File: config.mk
export PLATFORM = sky130hd
export DESIGN_NAME = rom_arbiter
export DESIGN_NICKNAME = d
export VERILOG_FILES = /design/src/common/cart_pkg.sv /design/src/cart/rom_arbiter.sv
export SDC_FILE = /design/constraint.sdc
export NUM_CORES = 1
export LEC_CHECK = 0
export BUFFER_PORTS_ARGS = -buffer_cell sky130_fd_sc_hd__buf_2
export CAP_MARGIN = 20
export CORE_MARGIN = 5
export CORE_UTILIZATION = 26
export DETAILED_ROUTE_END_ITERATION = 16
export PLACE_DENSITY_LB_ADDON = 0.25
export SYNTH_ARGS = -nofsm -noshare
export SYNTH_HDL_FRONTEND = slang
export SYNTH_SLANG_ARGS = --single-unit
export TNS_END_PERCENT = 5
File: constraint.sdc
create_clock -name clk_sys -period 2.8 [get_ports clk_sys]
set_clock_uncertainty 0.1 [all_clocks]
set_input_delay 0.56 -clock clk_sys [delete_from_list [all_inputs] [get_ports clk_sys]]
set_output_delay 0.56 -clock clk_sys [all_outputs]
set_load 0.02 [all_outputs]
File: src/common/cart_pkg.sv
// Cartridge host shared definitions
// Widths, divider phase tables, copier header size and cheat code layout
`default_nettype none

package cart_pkg;

	// ========================================================================
	// Data paths
	// ========================================================================
	localparam int ROM_ADDR_W   = 14;    // 16 KiB store
	localparam int IOCTL_ADDR_W = 16;
	localparam int BYTE_W       = 8;
	localparam int INDEX_W      = 8;     // Download index from the host

	// Copier header prepended by some dump tools
	localparam int HEADER_BYTES = 512;

	// ========================================================================
	// Clock enable divider
	// ========================================================================
	localparam int CE_PERIOD = 30;
	localparam int CE_CNT_W  = $clog2(CE_PERIOD);

	// Counter values on which each enable fires
	localparam logic [5:0][CE_CNT_W-1:0] CE_VDP_PHASES = {
		5'd29, 5'd24, 5'd19, 5'd14, 5'd9, 5'd4
	};
	localparam logic [2:0][CE_CNT_W-1:0] CE_PIX_PHASES = {5'd29, 5'd19, 5'd9};
	localparam logic [1:0][CE_CNT_W-1:0] CE_CPU_PHASES = {5'd24, 5'd9};

	// ========================================================================
	// Cheat codes
	// ========================================================================
	// {flags, address, compare, replace}, 32 bits each, flags on top
	localparam int CHEAT_W     = 128;
	localparam int CHEAT_BYTES = 16;
	localparam int CHEAT_WORDS = 4;

	localparam logic [INDEX_W-1:0] CHEAT_INDEX = '1;

endpackage

`default_nettype wire

File: src/cart/rom_arbiter.sv
// ROM port arbiter
// Shares the single ROM port between the console reader and the loader.
// A read present in a cycle always takes the port; a pending write waits
`timescale 1ns/1ps
`default_nettype none

module rom_arbiter (
	input  wire logic                           clk_sys,
	input  wire logic                           rst_n,
	input  wire logic                           rd_req,
	input  wire logic [cart_pkg::ROM_ADDR_W-1:0] rd_addr,
	input  wire logic                           wr_req,
	input  wire logic [cart_pkg::ROM_ADDR_W-1:0] wr_addr,
	input  wire logic [cart_pkg::BYTE_W-1:0]     wr_data,
	input  wire logic [cart_pkg::BYTE_W-1:0]     mem_q,
	output logic                                rd_valid,
	output logic [cart_pkg::BYTE_W-1:0]         rd_data,
	output logic                                wr_ack,
	output logic [cart_pkg::ROM_ADDR_W-1:0]     mem_addr,
	output logic                                mem_we,
	output logic [cart_pkg::BYTE_W-1:0]         mem_d
);

	logic wr_pending;

	assign wr_pending = wr_req ^ wr_ack;    // Toggles differ

	// Port mux, read first
	always_comb begin
		if (rd_req) begin
			mem_addr = rd_addr;
			mem_we   = 1'b0;
		end else begin
			mem_addr = wr_addr;
			mem_we   = wr_pending;
		end
	end

	assign mem_d = wr_data;

	always_ff @(posedge clk_sys) begin
		if (!rst_n) begin
			wr_ack   <= 1'b0;
			rd_valid <= 1'b0;
		end else begin
			if (mem_we) wr_ack <= wr_req;   // Completes the toggle
			rd_valid <= rd_req;             // ROM data lands next cycle
		end
	end

	// Registered ROM output belongs to the read of the previous cycle
	assign rd_data = mem_q;

	// Returned data must come from a cycle in which the port carried a read
	a_read_not_write: assert property (@(posedge clk_sys) disable iff (!rst_n)
		rd_valid |-> $past(rd_req && !mem_we))
		else $error("rom_arbiter: read data from a write cycle");

endmodule

`default_nettype wire

After elaboration in Yosys (flattened, before gate mapping) --
Cells that the tools add are included. Widths: inputs -> output; s select.
Word-level totals: register bits 2, output and inout port bits 33
Cells by class: multiplexer cells 2, bitwise gates (word level) 1
Operators with widths (count):
- $mux 14 | 1
- $mux 1 | 1
- $xor 1x1->1 | 1

Logic depth before layout (Yosys ltp) --
depth in word-level cells 2, gate-level depth with buffers 3

Worst setup path before layout --
No wires, ideal clock.
kind input -> output, start in rd_req, end out mem_addr[10] (netlist bit), path buffers 2, arrival 1.144 ns, slack 0.996 ns, required time 2.140 ns, stages 3, cell sequence buf_6 > buf_12 > mux2_4
On the way: longest elaborated chain between the ends 1
Ends and longest elaborated chain:
- start: declaration | line rom_arbiter.sv:10 | input wire logic rd_req,
- $mux 14 | line rom_arbiter.sv:30 | if (rd_req) begin
- end: declaration | line rom_arbiter.sv:19 | output logic [cart_pkg::ROM_ADDR_W-1:0] mem_addr,
No other way between the ends.

Worst setup path after layout --
start in rd_req, end out mem_addr[1] (netlist bit)
The elaborated chain is that of the path after synthesis.

==> run summary <==
fin cells -> 88
hpwl dp -> 845.1 um
Overflow after GRT -> 0
layout cells sized above 1 -> 91.67%
mapped cell area -> 415.4 um2
# diodes -> 0
Slew headroom -> 71.26%
quantity of I/O buffers inserted on ports -> 48
Final Slew Violations -> 0
global-route wire length before repair -> 1614 um
critical path launch point type -> input pin
placed standard-cell area -> 524.3 um2
gr usage total -> 8.247%
Worst-Skew Late Latency -> 0.22 ns
H-tree lvl count -> 1
Final Cycle Share -> 75.98%
routability cong. -> 0.5682
total I/O pin count -> 81
wire length per cell -> 11.26 um
Final setup viols -> 0
outcome -> complete, no violations
fmax -> 0.4700 GHz
WL final -> 991 um
Synth async-reset ratio -> 0%
critical-path maximum fanout -> 17
post-synth cell types -> 11
Clk pwr share -> 33.5%
Post-Syn Instances -> 39
sequential fraction of the synthesis area -> 9.639%
CTS resizes -> 0
vias in the first global route -> 389
CTS tree -> built
clock root cell -> clkbuf_4
post-synth top area cell -> buf_4
WHS Path Cells -> 2
Post-CTS Setup Bufs -> 0
Residual DRC -> 0
CP Capture Type -> primary output
Seq pwr share -> 16.5%
Die X -> 49.97 um
# hold bufs at CTS -> 0
number of max-cap violations -> 0
nets@finish -> 122
Crit path arrival time -> 1.47 ns
Vias -> 388
initial antenna violation count -> 0
largest net degree at the start of global routing -> 18
path depth of the worst reg2reg path -> 2
Pre-antenna DRT Iters -> 2
LEAKAGE -> 0.3259 nW
antenna viol nets, final -> 0
TritonCTS buffer count -> 3
# placed instances -> 85
Power per Cell Area -> 345.8 mW/mm2
sw frac -> 32.81%
post-route cell area -> 546.8 um2
DRT iter0 DRCs -> 4
area share of the leading cell type in the synthesized netlist -> 28.92%
Area contributors post-synth -> buf_4 (29%), mux2_4 (29%), mux2_2 (16%)
RSZ-0062 raised after global routing -> false
main flop type after synthesis -> dfxtp_1
Setup TNS -> 0 ns
Rows -> 14
synth cell count leaders -> buf_4 (16), mux2_4 (8), mux2_2 (6), dfxtp_1 (2)
worst-margin pin slew -> 0.4311 ns
area grow syn2layout -> 31.63%
Clock Tree Buf Depth -> 2
Die ar. -> 0.002497 mm2
CORE AREA -> 0.001506 mm2
kind of critical path -> in2out
VDD IR-drop max -> 0.1040 mV
Ys Warns -> 0
Die Ht -> 49.97 um
required time of the critical path -> 2.14 ns
most instantiated library cell after synthesis -> buf_4
worst min-delay path class -> in2reg
Post-synth EDFFs -> 0
P_int -> 0.0001270 W
via/cell ratio -> 4.409
Initial Util -> 27.57%
total clock sinks -> 2
final critical-path required period -> 2.127 ns
clk slew on worst S/H paths -> 0.03 ns
Synth Register Bits -> 2
Hold Vio Cnt, Final -> 0
Syn Nets -> 87
Avg Cell Area, Syn -> 10.65 um2
Psw -> 0.00006203 W
Comb power frac -> 50.0%
-- critical path, stage by stage --
cell	delay, ns
buf_2	0.36
mux2_2	0.38
buf_2	0.16
-- flip-flops by register name (all words and copies together), names as in the netlist --
signal	flops
rd_valid	1
wr_ack	1
-- layout by cell type, fill, tap and decap left out --
cell type and count:
nor2b_1 1, xnor2_1 1, mux2_2 6, dfxtp_1 2
mux2_4 8, nor2_1 1, and2_2 1, clkbuf_4 3
mux2i_1 1, buf_2 48
-- routing by layer --
metal | share of wire, % | vias to the layer above | global-route usage [%]
met3 | 29 | 2 | 8.133
met2 | 37 | 45 | 11.65
met4 | 0.40 | 0 | 4.367
met5 | 0 | - | 0
li1 | - | 181 | -
met1 | 34 | 160 | 7.651
-- path summary, 6_finish.rpt --
kind | from | end | slack, ns
setup / recovery | rd_req | mem_addr[1] | 0.67
setup reg to reg | wr_ack$_SDFFE_PN0P_ | wr_ack$_SDFFE_PN0P_ | 2.06
hold reg to reg | wr_ack$_SDFFE_PN0P_ | wr_ack$_SDFFE_PN0P_ | 0.48
hold / removal | rst_n | rd_valid$_SDFF_PN0_ | 0.48
-- power groups by stage --
stage | sequential, W | clock, W | combinational [W]
2_1_floorplan | 0.0000336 | 0 | 0.0000928
3_3_place_gp | 0.0000316 | 0 | 0.0000948
3_5_place_dp | 0.0000316 | 0 | 0.0000959
6_report | 0.0000312 | 0.0000633 | 0.0000946
5_1_grt | 0.0000314 | 0.0000721 | 0.000103
4_1_cts | 0.0000312 | 0.0000665 | 0.0000962
-- cells by family (layout without fill, tap and decap cells) --
kind of cell	Yosys count	count (layout)	share of synthesized area (%)
AND/OR/NAND/NOR	3	3	4.218
multiplexers	15	15	47.59
XOR/XNOR	1	1	2.109
buffers and inverters	18	51	36.45
flip-flops	2	2	9.639
-- final cells by class --
cell class,count,area (um2)
fillers,165,959.7
multi-input cells,19,224.0
clock buffers,3,22.52
well taps,16,20.02
repair buffers,48,240.2
flip-flops and latches,2,40.04
-- through the flow --
step                      total power [W]  worst slack, ns  util [%]  hold slack, ns
after global routing            0.0002065           0.6098     36.30          0.4770
after global placement          0.0001263           0.6803     34.80          0.4556
after floorplan                 0.0001265           0.9957         -          0.5182
after CTS                       0.0001939           0.6542     36.30          0.4708
after detailed placement        0.0001275           0.6542     34.80          0.4559
final                           0.0001891           0.6725     36.30          0.4762
No activity file was read; power rests on OpenSTA's default activity.
