File: src/common/cart_pkg.sv
// Cartridge host shared definitions
// Widths, divider phase tables, copier header size and cheat code layout
`default_nettype none

package cart_pkg;

	// ========================================================================
	// Data paths
	// ========================================================================
	localparam int ROM_ADDR_W   = 14;    // 16 KiB store
	localparam int IOCTL_ADDR_W = 16;
	localparam int BYTE_W       = 8;
	localparam int INDEX_W      = 8;     // Download index from the host

	// Copier header prepended by some dump tools
	localparam int HEADER_BYTES = 512;

	// ========================================================================
	// Clock enable divider
	// ========================================================================
	localparam int CE_PERIOD = 30;
	localparam int CE_CNT_W  = $clog2(CE_PERIOD);

	// Counter values on which each enable fires
	localparam logic [5:0][CE_CNT_W-1:0] CE_VDP_PHASES = {
		5'd29, 5'd24, 5'd19, 5'd14, 5'd9, 5'd4
	};
	localparam logic [2:0][CE_CNT_W-1:0] CE_PIX_PHASES = {5'd29, 5'd19, 5'd9};
	localparam logic [1:0][CE_CNT_W-1:0] CE_CPU_PHASES = {5'd24, 5'd9};

	// ========================================================================
	// Cheat codes
	// ========================================================================
	// {flags, address, compare, replace}, 32 bits each, flags on top
	localparam int CHEAT_W     = 128;
	localparam int CHEAT_BYTES = 16;
	localparam int CHEAT_WORDS = 4;

	localparam logic [INDEX_W-1:0] CHEAT_INDEX = '1;

endpackage

`default_nettype wire

File: src/cheat/cheat_loader.sv
// Cheat code loader
// Collects sixteen download bytes into one 128-bit code of flags, address,
// compare and replace words and pulses cheat_valid once the code is whole
`timescale 1ns/1ps
`default_nettype none

module cheat_loader (
	input  wire logic                             clk_sys,
	input  wire logic                             rst_n,
	input  wire logic                             code_download,
	input  wire logic                             ioctl_wr,
	input  wire logic [cart_pkg::IOCTL_ADDR_W-1:0] ioctl_addr,
	input  wire logic [cart_pkg::BYTE_W-1:0]       ioctl_dout,
	output logic [cart_pkg::CHEAT_W-1:0]          cheat_code,
	output logic                                  cheat_valid
);
	import cart_pkg::*;

	localparam int IDX_W      = $clog2(CHEAT_BYTES);
	localparam int OFF_W      = $clog2(CHEAT_W);
	localparam int WORD_W     = CHEAT_W / CHEAT_WORDS;
	localparam int WORD_BYTES = WORD_W / BYTE_W;

	logic             code_wr;
	logic [IDX_W-1:0] idx;
	logic [OFF_W-1:0] byte_off;

	assign code_wr = code_download & ioctl_wr;
	assign idx     = ioctl_addr[IDX_W-1:0];

	// First word lands on top, bytes inside a word go in low to high
	assign byte_off = OFF_W'((CHEAT_WORDS - 1 - int'(idx) / WORD_BYTES) * WORD_W
		+ (int'(idx) % WORD_BYTES) * BYTE_W);

	always_ff @(posedge clk_sys) begin
		if (code_wr) cheat_code[byte_off +: BYTE_W] <= ioctl_dout;
	end

	always_ff @(posedge clk_sys) begin
		if (!rst_n) begin
			cheat_valid <= 1'b0;
		end else begin
			cheat_valid <= code_wr && (idx == IDX_W'(CHEAT_BYTES - 1));   // Last byte in
		end
	end

endmodule

`default_nettype wire

File: config.mk
export PLATFORM = sky130hd
export DESIGN_NAME = cheat_loader
export DESIGN_NICKNAME = d
export VERILOG_FILES = /design/src/common/cart_pkg.sv /design/src/cheat/cheat_loader.sv
export SDC_FILE = /design/constraint.sdc
export NUM_CORES = 1
export LEC_CHECK = 0
export BUFFER_PORTS_ARGS = -buffer_cell sky130_fd_sc_hd__buf_2
export CAP_MARGIN = 0
export CELL_PAD_IN_SITES_DETAIL_PLACEMENT = 1
export CELL_PAD_IN_SITES_GLOBAL_PLACEMENT = 1
export CORE_ASPECT_RATIO = 2
export CORE_UTILIZATION = 37
export DETAILED_ROUTE_END_ITERATION = 12
export PLACE_DENSITY_LB_ADDON = 0.1
export SETUP_SLACK_MARGIN = 0.3
export SLEW_MARGIN = 5
export SYNTH_ARGS = -nofsm -noshare
export SYNTH_HDL_FRONTEND = slang
export SYNTH_SLANG_ARGS = --single-unit
File: constraint.sdc
create_clock -name clk_sys -period 1.9 [get_ports clk_sys]
set_clock_uncertainty 0.05 [all_clocks]
set_input_delay 0.095 -clock clk_sys [delete_from_list [all_inputs] [get_ports clk_sys]]
set_output_delay 0.095 -clock clk_sys [all_outputs]
set_load 0.03 [all_outputs]
# Word level (Yosys, flattened, before mapping)
# Index checks and enable logic that the tools add are counted.
# totals
regBits,129
in_bits,28
output_inout_bits,129
# op_classes
addsub,3
eq_ne,1
n_shift,2
n_mux,1
bitwise,1
reduce_logical,1
# op_table
cell,count
$bwmux 128,1
$shift 8x9->128 const A,1
$shiftx 8x9->128,1
$neg 7->9,1
$add 7x6->7,1
$eq 4x4->1 const B,1
$sub 2x2->2 const A,1
$and 1x1->1,1
$logic_and 1x1->1,1

# Longest topological paths before layout
# depth
ltp_word,5
depth_mapped,8
mapped_depth_nobuf,5

# Worst setup path after synthesis
# No wires, ideal clock.
# synth_timing
path_kind,input to register
startpoint,input ioctl_addr[0] (netlist bit)
endpoint,"register cheat_code[72] (netlist bit), enable pin"
setup_ns,0.370
t_arrival_ns,1.677
required_ns,1.480
path_slack_ns,-0.198
path_stages,8
n_path_buf,3
cell_sequence,buf_4 inv_1 ha_1 buf_2 nand2b_1 o32a_1 buf_2 nor2_1
# synth_rtl
element,line,rtl
"start, declared",cheat_loader.sv:12,"input wire logic [cart_pkg::IOCTL_ADDR_W-1:0] ioctl_addr,"
"end signal, assigned by index",cheat_loader.sv:36,if (code_wr) cheat_code[byte_off +: BYTE_W] <= ioctl_dout;
"end, declared",cheat_loader.sv:14,"output logic [cart_pkg::CHEAT_W-1:0] cheat_code,"

# Final worst setup path
# layout_timing
startpoint,input ioctl_addr[0] (netlist bit)
endpoint,register cheat_code[22] (netlist bit) (data pin)
# layout_between
elab_chain_len,4
# layout_lines
element,line,rtl
$add 7x6->7 *,cheat_loader.sv:33,+ (int'(idx) % WORD_BYTES) * BYTE_W);
$neg 7->9 *,cheat_loader.sv:36,
$shiftx 8x9->128 or $shift 8x9->128 (tied branches),cheat_loader.sv:36,
$bwmux 128 *,cheat_loader.sv:36,
# Mark *: on every way between the ends. The rest lies on a longest branch, timed or not.
# A chain may end at the register's enable or synchronous reset.

==> metrics.cfg <==
[cts]
root_buffer=clkbuf_16
post_cts_buffers=0
h-tree-depth=4
cts_buffers=17
tritoncts=done
clk_path_buf_depth=2
path_clk_slew_ns=0.06
clock_sinks=129
post_cts_resized=0

[route]
drtPass1Iterations=4
wl_per_cell_microns=19.4
postRouteAntennaNets=0
drt_iter0_drc=96
routed_wl_mm=14.0
drcViolationCount=0
avgViaCountPerCell=4.83
dr_total_vias=3482

[yosys]
ys_ff_latch=129
synth.most_common_cell=edfxtp_1
synth_top_area_cell=edfxtp_1
synth_async_sr_flop_share=0
netlist_area_sq_um=5240
synth_top_cells_by_count=edfxtp_1, and2_1, and3_1
ys_warn_count=0
synth_edf_count=128
synth_flop_cell=edfxtp_1
netlist_instances=356
synth.area.top_cells=edfxtp_1, and2_1, and3_1
syn_nets=388
ys_types=38
synth.top_cell.area_share=0.734
syn_avg_cell_area_sq_um=14.7
ys_seq_area_frac=0.738

[critical_path]
setup.worst_path.end_class=register
max_stage_delay_ns=0.65
slowest_stage=nor2_1
crit_required_ns=2.13
worstPathCellList=buf_2 > inv_6 > ha_4 > inv_1 > nor2_1 > and3_1
path_class=in -> reg
crit_arrival_ns=1.63
cp_max_fo=16
critPathLaunchType=input port

[place]
place_inst=688
hpwlAfterDp_mm=10.3
place_congestion=0.790
port_buffers=144

[timing]
rsz0062_at_grt=false
finalSetupViolations=0
fmax_mhz=712
slew_viol_final=0
period_needed_ns=1.41
slew_headroom=0.440
tightest_slew_ns=0.837
fin_hold_ws_ns=0.0337
setup_tns_ns=0
period_share=0.739
hold_viol_final=0

[floorplanning]
die_height_microns=170
initial_core_util=0.377
die-area_sq_um=14700
io_pins=157
die_w_microns=86.1
coreArea_sq_um=13900
rows=61

[cells_and_area]
area_growth_pct=33.9
multi_input_area_sq_um=1380
instances_no_fill=721
antenna_cells=0
nets=551
fill_cells=1464
drive_gt1_frac=0.427
seq_area_sq_um=3860

[global_routing]
grt_pass1_wl_mm=21.3
grt_pass1_vias=3848
antenna_found_initial=0
grt_remaining_overflow=0
globalRouteTotalUtil=0.204
grt_max_degree=17

[min_path]
hold_path.class=in -> reg

[pwr]
powerDensity_nw_per_um2=975
leakage_uw=0.00232
ir_worst_vdd_v=0.000682

[outcome]
status=finished clean

[flow_run]
drv_cap=0

[area by class of cell]
type	count	area share
Clock buffer	18	0.0612
Timing Repair Buffer	168	0.131
Clock inverter	14	0.0234
Sequential cell	129	0.551
Tap cell	189	0.0337
Inverter	4	0.00357
Multi-Input combinational cell	199	0.197
[critical path, delay by kind of cell]
family | cells | cell delay (ns)
adder cells (fa/ha/maj) | 1 | 0.33
buffers and inverters | 3 | 0.27
AND/OR/NAND/NOR | 2 | 0.93
[routing by layer]
layer	vias to the layer above	GRT usage	wire length, microns	part of all wire
li1	1623	-	-	-
met1	1713	0.196	4940	0.35
met2	120	0.394	8100	0.58
met3	26	0.0495	610	0.044
met4	0	0.0986	379	0.027
met5	-	0	0	0
[cells in the final DEF (no fill, tap or decap), drive strengths merged]
cell,count
inv,5
o21ai,2
a32oi,1
dlygate4sd3,1
or2,1
nor4,1
nand3b,3
o2111ai,1
o211a,1
nor2,41
clkinvlp,3
nor3,2
bufinv,3
edfxtp,128
nand2b,4
nor3b,2
a21oi,11
and3b,1
and2,53
nand2,8
or4b,1
and3,44
dfxtp,1
a2111oi,1
and4,2
or3b,1
ha,4
o21a,1
clkinv,7
o21bai,1
nand3,5
a211oi,2
buf,167
xnor2,3
clkbuf,18
o32a,1
o211ai,1
[registers in the layout, summed over array words and instances, names as in the netlist]
name and cells:
cheat_valid 1, cheat_code 128
[timing repair]
item | 4_1_cts | 5_1_grt
endpoints found under the setup margin | 0 | 0
hold buffers | 1 | 0
hold endpoints to repair | 1 | 0
[kinds of logic (layout without fill, tap and decap cells)]
| group | after synthesis | after routing | share of synthesized area |
|---|---|---|---|
| xor gates and xnor gates | 3 | 3 | 0.00502 |
| adders and majority gates | 4 | 4 | 0.00955 |
| and+or+nand+nor | 169 | 169 | 0.185 |
| AOI/OAI and AO/OA | 23 | 23 | 0.0356 |
| buffers and inverters | 28 | 204 | 0.0272 |
| DFF | 129 | 129 | 0.738 |
[through the flow]
step	setup slack, ns	total power, uW	util	cell area [sq um]
2_1_floorplan	0.226	3480	-	5430
3_3_place_gp	0.116	3630	0.461	6410
3_5_place_dp	0.0837	3640	0.461	6410
4_1_cts	0.517	6910	0.505	7010
5_1_grt	0.380	7030	0.505	7010
6_report	0.495	6840	0.505	7010
[report_power, final]
part | switching, uW | internal, uW
sequential | 7.68 | 3130
combinational | 305 | 129
clock | 1210 | 2050
total | 1530 | 5310
[final timing paths]
| check | from | to | slack, ns | cells after the start |
|---|---|---|---|---|
| worst max-delay path | ioctl_addr[0] | cheat_code[22]$_DFFE_PP_ | 0.49 | 6 |
| worst min-delay path | ioctl_addr[2] | cheat_valid$_SDFF_PN0_ | 0.03 | 3 |
Note: power is estimated with default switching activity, not from simulation.
