===== config.mk =====
export PLATFORM = sky130hd
export DESIGN_NAME = clock_enables
export DESIGN_NICKNAME = d
export VERILOG_FILES = /design/src/common/cart_pkg.sv /design/src/logic/clock_enables.sv
export SDC_FILE = /design/constraint.sdc
export NUM_CORES = 1
export LEC_CHECK = 0
export ABC_AREA = 0
export BUFFER_PORTS_ARGS = -buffer_cell sky130_fd_sc_hd__buf_4
export CAP_MARGIN = 10
export CORE_AREA = 2 2 39 41
export DETAILED_ROUTE_END_ITERATION = 8
export DIE_AREA = 0 0 41 43
export PLACE_DENSITY = 0.42
export SYNTH_ARGS = -nofsm -noshare
export SYNTH_HDL_FRONTEND = slang
export SYNTH_SLANG_ARGS = --single-unit

===== constraint.sdc =====
create_clock -name clk_sys -period 2.8 [get_ports clk_sys]
set_input_delay 0.28 -clock clk_sys [delete_from_list [all_inputs] [get_ports clk_sys]]
set_output_delay 0.28 -clock clk_sys [all_outputs]
set_load 0.01 [all_outputs]

===== src/common/cart_pkg.sv =====
// Cartridge host shared definitions
// Widths, divider phase tables, copier header size and cheat code layout
`default_nettype none

package cart_pkg;

	// ========================================================================
	// Data paths
	// ========================================================================
	localparam int ROM_ADDR_W   = 14;    // 16 KiB store
	localparam int IOCTL_ADDR_W = 16;
	localparam int BYTE_W       = 8;
	localparam int INDEX_W      = 8;     // Download index from the host

	// Copier header prepended by some dump tools
	localparam int HEADER_BYTES = 512;

	// ========================================================================
	// Clock enable divider
	// ========================================================================
	localparam int CE_PERIOD = 30;
	localparam int CE_CNT_W  = $clog2(CE_PERIOD);

	// Counter values on which each enable fires
	localparam logic [5:0][CE_CNT_W-1:0] CE_VDP_PHASES = {
		5'd29, 5'd24, 5'd19, 5'd14, 5'd9, 5'd4
	};
	localparam logic [2:0][CE_CNT_W-1:0] CE_PIX_PHASES = {5'd29, 5'd19, 5'd9};
	localparam logic [1:0][CE_CNT_W-1:0] CE_CPU_PHASES = {5'd24, 5'd9};

	// ========================================================================
	// Cheat codes
	// ========================================================================
	// {flags, address, compare, replace}, 32 bits each, flags on top
	localparam int CHEAT_W     = 128;
	localparam int CHEAT_BYTES = 16;
	localparam int CHEAT_WORDS = 4;

	localparam logic [INDEX_W-1:0] CHEAT_INDEX = '1;

endpackage

`default_nettype wire


===== src/logic/clock_enables.sv =====
// Console clock enable divider
// Counts clk_sys through a thirty-phase cycle and raises the CPU, VDP and
// pixel enables for one cycle on their phase values
`timescale 1ns/1ps
`default_nettype none

module clock_enables (
	input  wire logic clk_sys,
	input  wire logic rst_n,
	output logic      ce_cpu,
	output logic      ce_vdp,
	output logic      ce_pix
);
	import cart_pkg::*;

	logic [CE_CNT_W-1:0] cnt;

	always_ff @(posedge clk_sys) begin
		if (!rst_n) begin
			cnt <= '0;
		end else if (cnt == CE_CNT_W'(CE_PERIOD - 1)) begin
			cnt <= '0;           // Wrap after phase 29
		end else begin
			cnt <= cnt + 1'b1;
		end
	end

	// Phase decode
	always_comb begin
		ce_vdp = 1'b0;
		ce_pix = 1'b0;
		ce_cpu = 1'b0;
		for (int i = 0; i < $size(CE_VDP_PHASES); i++) begin
			if (cnt == CE_VDP_PHASES[i]) ce_vdp = 1'b1;   // div 5
		end
		for (int i = 0; i < $size(CE_PIX_PHASES); i++) begin
			if (cnt == CE_PIX_PHASES[i]) ce_pix = 1'b1;   // div 10
		end
		for (int i = 0; i < $size(CE_CPU_PHASES); i++) begin
			if (cnt == CE_CPU_PHASES[i]) ce_cpu = 1'b1;   // div 15, uneven phases
		end
	end

	// The VDP samples every pixel enable, so a pixel tick must land on a VDP tick
	a_pix_on_vdp: assert property (@(posedge clk_sys) disable iff (!rst_n)
		ce_pix |-> ce_vdp)
		else $error("clock_enables: ce_pix without ce_vdp");

endmodule

`default_nettype wire


* Yosys cells after proc, flatten, opt, wreduce, memory -nomap -nowiden
Index checks and enable logic that the tools add are counted.
Widths: inputs -> output; s select.
** Storage, ports and cells
- Register bits after elaboration :: 5
- Latch bits :: 0
- Memory bits (writable) :: 0
- Memory bits (read-only) :: 0
- Input port bits :: 2
- Memories kept :: 0
** Operators by class
- Add/sub/neg operators :: 1
- $mul :: 0
- Divide/modulo/power cells :: 0
- Order comparisons :: 0
- Equality and inequality tests :: 6
- Shift-type cells :: 0
- Mux-type cells :: 10
- Bitwise operators :: 1
- Reductions and logical operators :: 1
** Operators with widths (count)
- $eq 5x5->1 const B :: 3
- $eq 5x4->1 const B :: 2
- $mux 1 :: 10
- $add 5x1->5 const B :: 1
- $eq 5x3->1 const B :: 1
- $reduce_or 2->1 :: 1
- $not 1->1 :: 1

* Depth between registers and ports, before layout
- Word-level depth :: 7
- Gate-level depth with buffers :: 5

* Worst setup path after synthesis
OpenSTA, ideal clock, no wires.
- Kind :: flip-flop to output port
- Start point :: reg cnt[0]
- End point :: out ce_vdp
- Arrival :: 1283 ps
- Path slack :: 1237 ps
- Cell stages (with the launch flop) :: 5
- Cells stage by stage :: dfxtp_1 -> inv_1 -> ha_1 -> mux2_4 -> a311o_1
** Between the ends
- Longest elaborated chain between the ends :: 7
- Elaborated cells on any way between the ends :: 12
- Those cells by class :: 6 x eq/ne; 6 x mux
** Ends and longest elaborated chain
- start: declaration :: RTL line clock_enables.sv:16 : logic [CE_CNT_W-1:0] cnt;
- start signal: assignment :: RTL line clock_enables.sv:24 : cnt <= cnt + 1'b1;
- $eq 5x3->1 :: RTL line clock_enables.sv:34 : if (cnt == CE_VDP_PHASES[i]) ce_vdp = 1'b1;
- $mux 1 (5 in series) :: RTL line clock_enables.sv:34
- $mux 1 * :: RTL line clock_enables.sv:34
- end: declaration :: RTL line clock_enables.sv:11 : output logic ce_vdp,
Mark *: on every way between the ends. The rest lies on a longest branch, timed or not.

* Final worst setup path
Ends and elaborated chain as after synthesis.

==> impl_metrics.yaml <==
critical_path:
  reg2reg_from: "cnt[0]"
  ff2ff_path_depth: 4
  cp.arrival_ns: 1.69
  r2r_slack_ns: 1.58
  reg2reg_to: "cnt[4]"
  crit_type: "reg -> out"
  cp.required_ns: 2.52
  cp-end-kind: "output pin"
  critPathLaunchType: "flop"
  critPathMaxFanout: 5
timing:
  timing.fmax_mhz: 507
  min_period_ns: 1.97
  rsz0062_at_grt: "no"
  max_slew.worst_pin.slew_ns: 0.360
  clock_skew_ns: 0.00319
  final_hold_viol_count: 0
  setup_tns_ns: 0
  fin_crit_sh: 0.705
  relSlewSlack: 0.758
  slew_violations: 0
  finalSetupViolations: 0
layout:
  design_area_um2: 397
  syn2layout_area_growth_pct: 17.0
  layout-drive-gt1-share: 0.262
  largest_reg_flops: 5
  final_nets: 49
  top_register: "cnt"
  diodes: 0
  top_regs: "cnt (5)"
synthesis:
  synth-compound-area-share: 0.0923
  yosysTopAreaCellShare: 0.295
  syn_inst: 36
  synth_nets: 42
  synth_adder_area_share: 0.148
  synth_area_leaders: "dfxtp_1 30%, ha_1 15%, nor2_1 5.5%"
  synth_top_family_by_area: "simple AND/OR/NAND/NOR gates"
  yosys.area_share.xor_xnor: 0.103
  synth-simple-area-share: 0.188
  synth_cell_types: 17
  yosysWarnings: 0
  ys_ff_latch: 5
  yosysTopAreaCell: "dfxtp_1"
  yosysSeqAreaShare: 0.295
  avgSynthCellArea_um2: 9.42
  syn-cell-area_um2: 339
  synth_mux_area_frac: 0.0738
route:
  drc: 0
  firstDrtPassIters: 2
  routed-via-count: 244
  first_iter_violations: 4
  finalWirelength_um: 512
  viasPerCell: 4.21
  wl_per_cell_um: 8.83
  ant_nets: 0
floorplanning:
  die_area_um2: 1760
  io_pins: 5
  die_y_um: 43
  core_area_um2: 1380
  start_util: 0.245
  fp-row-count: 14
  die_w_um: 41
clock_network:
  clk_latency_ns: 0.24
  cts_root_buffer: "clkbuf_4"
  holdBufCountCts: 0
  clk_path_buf_depth: 2
  clkSlewWorstSetupHoldPaths_ns: 0.04
  cts_buffers: 3
  cts_resized: 0
  numClockSinks: 5
  post_cts_buffers: 0
  htree_levels: 1
  cts_tree: "built"
placement:
  port-buffer-count: 4
  routabilityCongestion: 0.677
  dp_hpwl_um: 408
  dpl_cell_area_um2: 370
min_path:
  holdPathEnd: "cnt[0]"
  hp-start: "rst_n"
  min_path_type: "in -> reg"
  hold_depth: 3
pwr:
  power_w: 0.000185
  powerDensity_nw_per_um2: 466
  peakVddDrop_v: 0.000309
  leakagePower_nw: 0.171
grt:
  antenna_found_initial: 0
  grt_max_degree: 10
  grt_overflow: 0
  grt_pass1_vias: 223
  grt_util_all_layers: 0.0824
  grt_pass1_wl_um: 938
outcome:
  status: "finished, final reports clean"
job:
  max_cap_viol_count: 0
[Yosys cell counts, drive strengths merged]
cell / instances
nand3: 2
nor2: 5
o32ai: 1
a311o: 1
mux2: 1
xor2: 2
ha: 4
nand2: 3
o21ai: 1
and4b: 1
inv: 4
nor3b: 1
buf: 2
dfxtp: 5
xnor2: 2
mux2i: 1
[cells by family (layout without fill, tap and decap cells)]
| kind of cell | after synthesis | after routing |
|---|---|---|
| AND/OR/NAND/NOR | 12 | 12 |
| buffers and inverters | 6 | 12 |
| flip-flops | 5 | 5 |
| adder cells (fa/ha/maj) | 4 | 4 |
| XOR/XNOR | 4 | 4 |
| AO/OA/AOI/OAI | 3 | 3 |
| multiplexers | 2 | 2 |
[layer usage]
| layer | share of wire | global-route usage |
|---|---|---|
| met4 | 0 | 0.0200 |
| met3 | 0.094 | 0.0785 |
| met5 | 0 | 0 |
| met2 | 0.44 | 0.0969 |
| met1 | 0.46 | 0.106 |
[worst max path at each step]
stage / slack, ns / cells after the start / from / endpoint
floorplan: 1.24 / 4 / cnt[0] / ce_vdp
CTS: 0.81 / 5 / cnt[0] / ce_vdp
detailed placement: 1.08 / 5 / cnt[0] / ce_vdp
global placement: 1.08 / 5 / cnt[0] / ce_vdp
global route: 0.75 / 5 / cnt[0] / ce_vdp
finish: 0.83 / 5 / cnt[0] / ce_vdp
[where the power goes]
| group | total (W) | internal, W | switching, W |
|---|---|---|---|
| clock | 0.0000821 | 0.0000538 | 0.0000283 |
| combinational | 0.0000219 | 0.0000116 | 0.0000103 |
| sequential | 0.0000809 | 0.0000752 | 0.00000572 |
| total | 0.000185 | 0.000141 | 0.0000443 |
[worst max-delay path, cell delays in order, from the launching register on]
cell	delay (ns)
dfxtp_1	0.39
inv_1	0.08
ha_1	0.23
mux2_4	0.27
a311o_1	0.34
buf_4	0.14
[metrics by stage]
step	std cells	hold WS [ns]	setup slack, ns	util
detailed placement	54	0.469	1.08	0.268
floorplan	36	0.445	1.24	-
CTS	58	0.382	0.813	0.287
finish	58	0.382	0.826	0.287
global route	58	0.395	0.747	0.287
global placement	54	0.473	1.08	0.268
[placed cells by master, fill, tap and decap left out]
cell      instances
nor2_1            5
dfxtp_1           5
inv_1             4
ha_1              4
buf_4             4
nand2_1           3
clkbuf_4          3
xor2_1            2
xnor2_1           2
nand3_1           2
mux2i_1           1
nor3b_2           1
o32ai_2           1
mux2_4            1
and4b_2           1
a311o_1           1
o21ai_1           1
clkbuf_1          1
[area by class of cell]
type	instances	area, µm²
Clock buffer	4	26.3
Timing Repair Buffer	4	30.0
Sequential cell	5	100
Inverter	4	15.0
Multi-Input combinational cell	25	205
Fill cell	158	987
Tap cell	16	20.0
Power figures use the tool's default switching activity.
