<file path="src/common/cart_pkg.sv">
// Cartridge host shared definitions
// Widths, divider phase tables, copier header size and cheat code layout
`default_nettype none

package cart_pkg;

	// ========================================================================
	// Data paths
	// ========================================================================
	localparam int ROM_ADDR_W   = 14;    // 16 KiB store
	localparam int IOCTL_ADDR_W = 16;
	localparam int BYTE_W       = 8;
	localparam int INDEX_W      = 8;     // Download index from the host

	// Copier header prepended by some dump tools
	localparam int HEADER_BYTES = 512;

	// ========================================================================
	// Clock enable divider
	// ========================================================================
	localparam int CE_PERIOD = 30;
	localparam int CE_CNT_W  = $clog2(CE_PERIOD);

	// Counter values on which each enable fires
	localparam logic [5:0][CE_CNT_W-1:0] CE_VDP_PHASES = {
		5'd29, 5'd24, 5'd19, 5'd14, 5'd9, 5'd4
	};
	localparam logic [2:0][CE_CNT_W-1:0] CE_PIX_PHASES = {5'd29, 5'd19, 5'd9};
	localparam logic [1:0][CE_CNT_W-1:0] CE_CPU_PHASES = {5'd24, 5'd9};

	// ========================================================================
	// Cheat codes
	// ========================================================================
	// {flags, address, compare, replace}, 32 bits each, flags on top
	localparam int CHEAT_W     = 128;
	localparam int CHEAT_BYTES = 16;
	localparam int CHEAT_WORDS = 4;

	localparam logic [INDEX_W-1:0] CHEAT_INDEX = '1;

endpackage

`default_nettype wire

</file>
<file path="src/cart/cart_loader.sv">
// Cartridge loader
// Takes download bytes from the host, holds the host off with ioctl_wait
// while each byte is written to the ROM through a toggle handshake, and
// learns the address masks and copier header flag from the image
`timescale 1ns/1ps
`default_nettype none

module cart_loader (
	input  wire logic                                clk_sys,
	input  wire logic                                rst_n,
	input  wire logic                                cart_download,
	input  wire logic                                ioctl_wr,
	input  wire logic [cart_pkg::IOCTL_ADDR_W-1:0]   ioctl_addr,
	input  wire logic [cart_pkg::BYTE_W-1:0]         ioctl_dout,
	input  wire logic                                wr_ack,
	output logic                                     ioctl_wait,
	output logic                                     wr_req,
	output logic [cart_pkg::ROM_ADDR_W-1:0]          wr_addr,
	output logic [cart_pkg::BYTE_W-1:0]              wr_data,
	output logic [cart_pkg::ROM_ADDR_W-1:0]          rom_mask,
	output logic [cart_pkg::ROM_ADDR_W-1:0]          rom_mask_hdr,
	output logic                                     has_header,
	output logic                                     console_reset_n
);
	import cart_pkg::*;

	localparam int HDR_BIT = $clog2(HEADER_BYTES);

	logic                  dl_d;
	logic                  byte_wr;
	logic                  wr_done;
	logic [ROM_ADDR_W-1:0] byte_addr;

	assign byte_wr         = ioctl_wr & cart_download;
	assign wr_done         = ioctl_wait && (wr_req == wr_ack);  // Toggles equal again
	assign byte_addr       = ioctl_addr[ROM_ADDR_W-1:0];
	assign console_reset_n = ~cart_download;                    // Hold console during load

	// ========================================================================
	// Write handshake
	// ========================================================================
	always_ff @(posedge clk_sys) begin
		if (!rst_n) begin
			dl_d       <= 1'b0;
			ioctl_wait <= 1'b0;
			wr_req     <= 1'b0;
			wr_addr    <= '0;
		end else begin
			dl_d <= cart_download;

			if (byte_wr) begin
				ioctl_wait <= 1'b1;
				wr_req     <= ~wr_req;      // New request
			end else if (wr_done) begin
				ioctl_wait <= 1'b0;
			end

			if (cart_download && !dl_d) begin
				wr_addr <= '0;              // New image starts at zero
			end else if (wr_done && !byte_wr) begin
				wr_addr <= wr_addr + 1'b1;
			end
		end
	end

	always_ff @(posedge clk_sys) begin
		if (byte_wr) wr_data <= ioctl_dout;   // Held until acknowledged
	end

	// ========================================================================
	// Mask and header detection
	// ========================================================================
	always_ff @(posedge clk_sys) begin
		if (!rst_n) begin
			rom_mask     <= '1;
			rom_mask_hdr <= '1;
			has_header   <= 1'b0;
		end else begin
			if (byte_wr) begin
				rom_mask     <= (ioctl_addr == '0) ? '0 : (rom_mask | byte_addr);
				rom_mask_hdr <= (ioctl_addr == IOCTL_ADDR_W'(HEADER_BYTES)) ? '0 :
					(rom_mask_hdr | (byte_addr - ROM_ADDR_W'(HEADER_BYTES)));
			end
			// Byte count off by 512 from a power of two means a copier header
			if (dl_d && !cart_download) has_header <= wr_addr[HDR_BIT];
		end
	end

	a_no_strobe_in_wait: assert property (@(posedge clk_sys) disable iff (!rst_n)
		ioctl_wait |-> !ioctl_wr)
		else $error("cart_loader: host strobe while ioctl_wait is high");

endmodule

`default_nettype wire

</file>
<file path="config.mk">
export PLATFORM = sky130hd
export DESIGN_NAME = cart_loader
export DESIGN_NICKNAME = d
export VERILOG_FILES = /design/src/common/cart_pkg.sv /design/src/cart/cart_loader.sv
export SDC_FILE = /design/constraint.sdc
export NUM_CORES = 1
export LEC_CHECK = 0
export BUFFER_PORTS_ARGS = -buffer_cell sky130_fd_sc_hd__buf_4
export CAP_MARGIN = 15
export CORE_MARGIN = 2
export CORE_UTILIZATION = 47
export CTS_BUF_LIST = sky130_fd_sc_hd__clkbuf_16
export CTS_CLUSTER_SIZE = 20
export DETAILED_ROUTE_END_ITERATION = 10
export PLACE_DENSITY = 0.78
export SLEW_MARGIN = 20
export SYNTH_ARGS = -nofsm -noshare
export SYNTH_HDL_FRONTEND = slang
export SYNTH_SLANG_ARGS = --single-unit
</file>
<file path="constraint.sdc">
create_clock -name clk_sys -period 2.1 [get_ports clk_sys]
set_input_delay 0.42 -clock clk_sys [delete_from_list [all_inputs] [get_ports clk_sys]]
set_output_delay 0.42 -clock clk_sys [all_outputs]
set_load 0.01 [all_outputs]
</file>
; Yosys cells after proc, flatten, opt, wreduce, memory -nomap -nowiden
; Cells that the tools add are included.
[totals]
reg_bits = 54
[op_classes]
n_mux = 4
n_bitwise = 6
n_reduce_logical = 10
eq_ne = 2
n_addsub = 2
[op_table]
columns = op, n
row1 = $mux 14, 2
row2 = $or 14x14->14, 2
row3 = $eq 16x10->1 const B, 1
row4 = $logic_not 16->1, 1
row5 = $add 14x1->14 const B, 1
row6 = $sub 14x10->14 const B, 1
row7 = $logic_and 1x1->1, 4
row8 = $logic_not 1->1, 3
row9 = $not 1->1, 3
row10 = $mux 1, 2
row11 = $reduce_bool 2->1, 1
row12 = $reduce_or 2->1, 1
row13 = $and 1x1->1, 1
row14 = $eq 1x1->1, 1

; Depth between registers and ports, before layout
[logic_depth]
depth_word = 4
depth_mapped = 7

; Least setup slack after synthesis
; No wires, ideal clock.
[synth_timing]
kind = input port to flip-flop
startpoint = in cart_download
endpoint = reg wr_addr[13] (netlist bit)
cell_stages = 6
slack_ns = 0.326
n_path_buf = 1
setup_time_ns = 0.072
t_arrival_ns = 1.702
cell_sequence = nand2_2 > inv_2 > or3_1 > buf_2 > or4_1 > a21oi_1
[synth_between]
elab_chain_cells = 3
[synth_lines]
columns = item, line
row1 = from (decl), cart_loader.sv:11  ; input wire logic cart_download,
row2 = $and 1x1->1, cart_loader.sv:34  ; assign byte_wr = ioctl_wr & cart_download;
row3 = $logic_not 1->1, cart_loader.sv:60  ; end else if (wr_done && !byte_wr) begin
row4 = $logic_and 1x1->1, cart_loader.sv:60
row5 = to (signal assigned), cart_loader.sv:61  ; wr_addr <= wr_addr + 1'b1;
row6 = to (decl), cart_loader.sv:18  ; output logic [cart_pkg::ROM_ADDR_W-1:0] wr_addr,
; Parallel ways exist; a longest one is shown, timed or not.
; A chain may end at the register's enable or synchronous reset.

; Final worst setup path
[layout_timing]
startpoint = reg wr_req
endpoint = reg wr_addr[13] (netlist bit)
[layout_between]
elab_chain_cells = 3
[layout_lines]
columns = item, line
row1 = from (decl), cart_loader.sv:17  ; output logic wr_req,
row2 = from (signal assigned), cart_loader.sv:53  ; wr_req <= ~wr_req;
row3 = $eq 1x1->1, cart_loader.sv:35  ; assign wr_done = ioctl_wait && (wr_req == wr_ack);
row4 = $logic_and 1x1->1, cart_loader.sv:35
row5 = $logic_and 1x1->1, cart_loader.sv:60
; Every way passes these cells.

==> key figures <==
Logic synthesis
  – Yosys cell types: 29
  – Mapped Nets: about 240
  – Post-synthesis average cell area: slightly below 10 sq um
  – Ranking of synthesized cells by area: dfxtp_1, edfxtp_1, o21a_1
  – Area share of the largest cell type after synthesis: 45.0%
  – Synth area leader: dfxtp_1
  – Seq/Total Area, Yosys: a little under three fifths
  – Syn. warnings: 0
  – Cells after synthesis: 210
  – Synthesized area: 2050 sq um
  – Synth Register Bits: between 50 and 60

STA
  – Setup TNS: 0 ns
  – Worst hold slack: 0.309 ns
  – Worst-Margin Slew: 0.379 ns
  – Final Setup Violations: 0
  – Fin crit period: approximately 1.8 ns
  – RSZ-0062 raised after global routing: false
  – Crit share post-route: a little over four fifths
  – Clock Skew: 0.00681 ns
  – Hold Vio Cnt, Final: 0
  – Fmax: about 560 MHz
  – Max-slew violations: 0
  – Slew margin rel.: 74.7%

Global route
  – Largest net degree at the start of global routing: 28
  – GRT Total Usage: 19.3%
  – Global-route wire length before repair: 7660 microns
  – Grt total ovfl: 0
  – Initial antenna violation count: 0
  – Vias in the first global route: 1680

Pwr
  – Reg power frac: 53.6%
  – Pwr/cell area: just under 700 nW/um^2
  – Sw Share: a little over a fifth
  – Final total power: 2.00 mW
  – Int Power: 1.57 mW
  – Clock power share: 38.9%
  – Psw: 0.426 mW
  – Leakage power: 1.24 nW
  – Maximum vdd drop: around 0.53 mV
  – Combinational power share: 7.5%

Flow run
  – Number of max-cap violations: 0

Clocking
  – Clk sinks: 54
  – Clock transition at path regs: 0.07 ns
  – H-tree depth: 2
  – Clock Tree Root: clkbuf_16
  – Post_cts resized: 0
  – Num CTS Buffers: 5
  – CTS Buffer Depth: 2
  – Worst skew pair latency: a little under 0.3 ns
  – Setup Buffers After CTS: 0
  – CTS tree: done
  – Number of hold buffers added after cts: 0

Floorplan
  – Die height: approximately 70 microns
  – Area of the core: 4260 sq um
  – Row count: 24
  – Die width: 70.0 microns
  – Die Area: 4900 sq um
  – Ports: 83
  – Starting Density: 48.0%

Final layout
  – Final net count: 328
  – Post-route core utilization: 67.5%
  – ANT cells: 0
  – Filler cells: about 370
  – Layout Cells excl Fill: 350
  – Layout area overhead: 40.6%
  – Layout cells sized above 1: a little under a third

Worst setup path
  – Critical path launch point type: flop
  – Crit path max-delay family: simple AND/OR/NAND/NOR gates
  – Slowest stage cell, crit path: or4_1
  – CP peak stage delay: approximately 0.53 ns
  – Crit path depth: 4
  – Crit path cell chain: xor2_1 -> or3_1 -> or4_1 -> a21oi_1
  – Arrival @ worst endpoint: 2.01 ns
  – Worst Path Buf+Inv: 0
  – Crit. End Element: flop
  – FF-to-FF path depth: 4
  – Req. time, crit path: around 2.3 ns
  – CP max FO: 7
  – Setup Crit Path Kind: reg -> reg

Route
  – Detailed Route Iter0 Violations: 78
  – Final wirelength: 4550 microns
  – Vias per cell: a little over 5
  – Routed vias: 1819
  – Remaining antenna violation count: 0
  – Iteration count of the initial detailed-routing pass: 7
  – WL per Instance: 13.0 microns
  – DRC Markers: 0

Placement
  – Post-DP HPWL: 3490 microns
  – Placed insts: ~340
  – Number of I/O port buffers: between 80 and 90
  – GP Congestion: 0.840

Outcome
  – Outcome: complete, no violations

Min path
  – Worst min-delay path class: in -> reg
  – Hold Crit Depth: 1
cells in the mapped netlist, drive strengths merged:
cell	count
a21oi	8
a31oi	5
and3	7
buf	1
clkbuf	6
clkinv	1
dfxtp	46
edfxtp	8
ha	2
inv	10
mux2i	1
nand2	31
nand3	3
nand4	5
nor2	17
nor3	1
nor3b	1
nor4	3
nor4b	1
o21a	18
o21ai	6
o31a	5
o31ai	2
or3	5
or4	4
xnor2	8
xor2	5
worst reg2reg max path, stage by stage (launching register included):
cell and delay, ns:
dfxtp_1 0.44, xor2_1 0.14, or3_1 0.47, or4_1 0.53, a21oi_1 0.15
through the flow:
step / setup slack [ns] / instance area (sq um)
after floorplan: 0.326 / 2050
after global placement: 0.217 / 2740
after detailed placement: 0.169 / 2740
after CTS: 0.290 / 2880
after global routing: 0.183 / 2880
final: 0.316 / 2880
power groups by stage:
stage	combinational, mW	sequential, mW	clock (mW)
after floorplan	0.0575	1.10	0
final	0.150	1.07	0.777
after global routing	0.164	1.07	0.832
after detailed placement	0.151	1.10	0
after global placement	0.149	1.10	0
after CTS	0.151	1.07	0.796
path summary, 6_finish.rpt:
check                                                     to                          from  slack [ns]
worst max-delay path                wr_addr[13]$_SDFFE_PP0P_           wr_req$_SDFFE_PN0P_        0.32
worst min register to register  rom_mask_hdr[6]$_SDFFE_PN1P_  rom_mask_hdr[6]$_SDFFE_PN1P_        0.47
worst max register to register      wr_addr[13]$_SDFFE_PP0P_           wr_req$_SDFFE_PN0P_        0.32
worst min-delay path                    wr_data[5]$_DFFE_PP_                 ioctl_dout[5]        0.31
final cells by class:
cell class,count,area (sq um),share of cell area [%]
Sequential cell,54,1160,40.3
Clock inverter,3,16.3,0.565
Tap cell,52,65.1,2.26
Timing Repair Buffer,87,653,22.7
Multi-Input combinational cell,138,818,28.4
Inverter,11,41.3,1.43
Clock buffer,5,125,4.34
flip-flops by register name, summed over array words and instances (netlist names):
register / cells
ioctl_wait: 1
wr_req: 1
wr_addr: 14
rom_mask_hdr: 14
has_header: 1
rom_mask: 14
dl_d: 1
wr_data: 8
layout by cell type (no fill, tap or decap), types with 5 or more instances in the layout:
master and n:
a21oi_1 8, dfxtp_1 46, o31a_1 5, clkbuf_16 5, edfxtp_1 8, and3_1 7, o21ai_0 6, inv_1 9
o21a_1 18, buf_4 87, or3_1 5, xor2_1 5, nand2_1 30, nand4_1 5, nor2_1 17, xnor2_1 8
a31oi_1 5
routing by layer:
metal,up-vias,share of wire [%],GRT usage [%]
li1,905,-,-
met1,849,43,24.3
met2,60,48,31.9
met3,5,7.4,6.06
met4,0,1.3,5.77
met5,-,0,0
kinds of logic (layout without fill, tap and decap cells):
group	Yosys count	after routing	synth area share [%]
AO/OA/AOI/OAI	44	44	14.4
XOR/XNOR	13	13	5.56
adder cells (fa/ha/maj)	2	2	1.22
buffers and inverters	18	106	3.36
flip-flops	54	54	56.7
multiplexers	1	1	0.489
AND/OR/NAND/NOR	78	78	18.3
(Power assumes the default switching activity.)
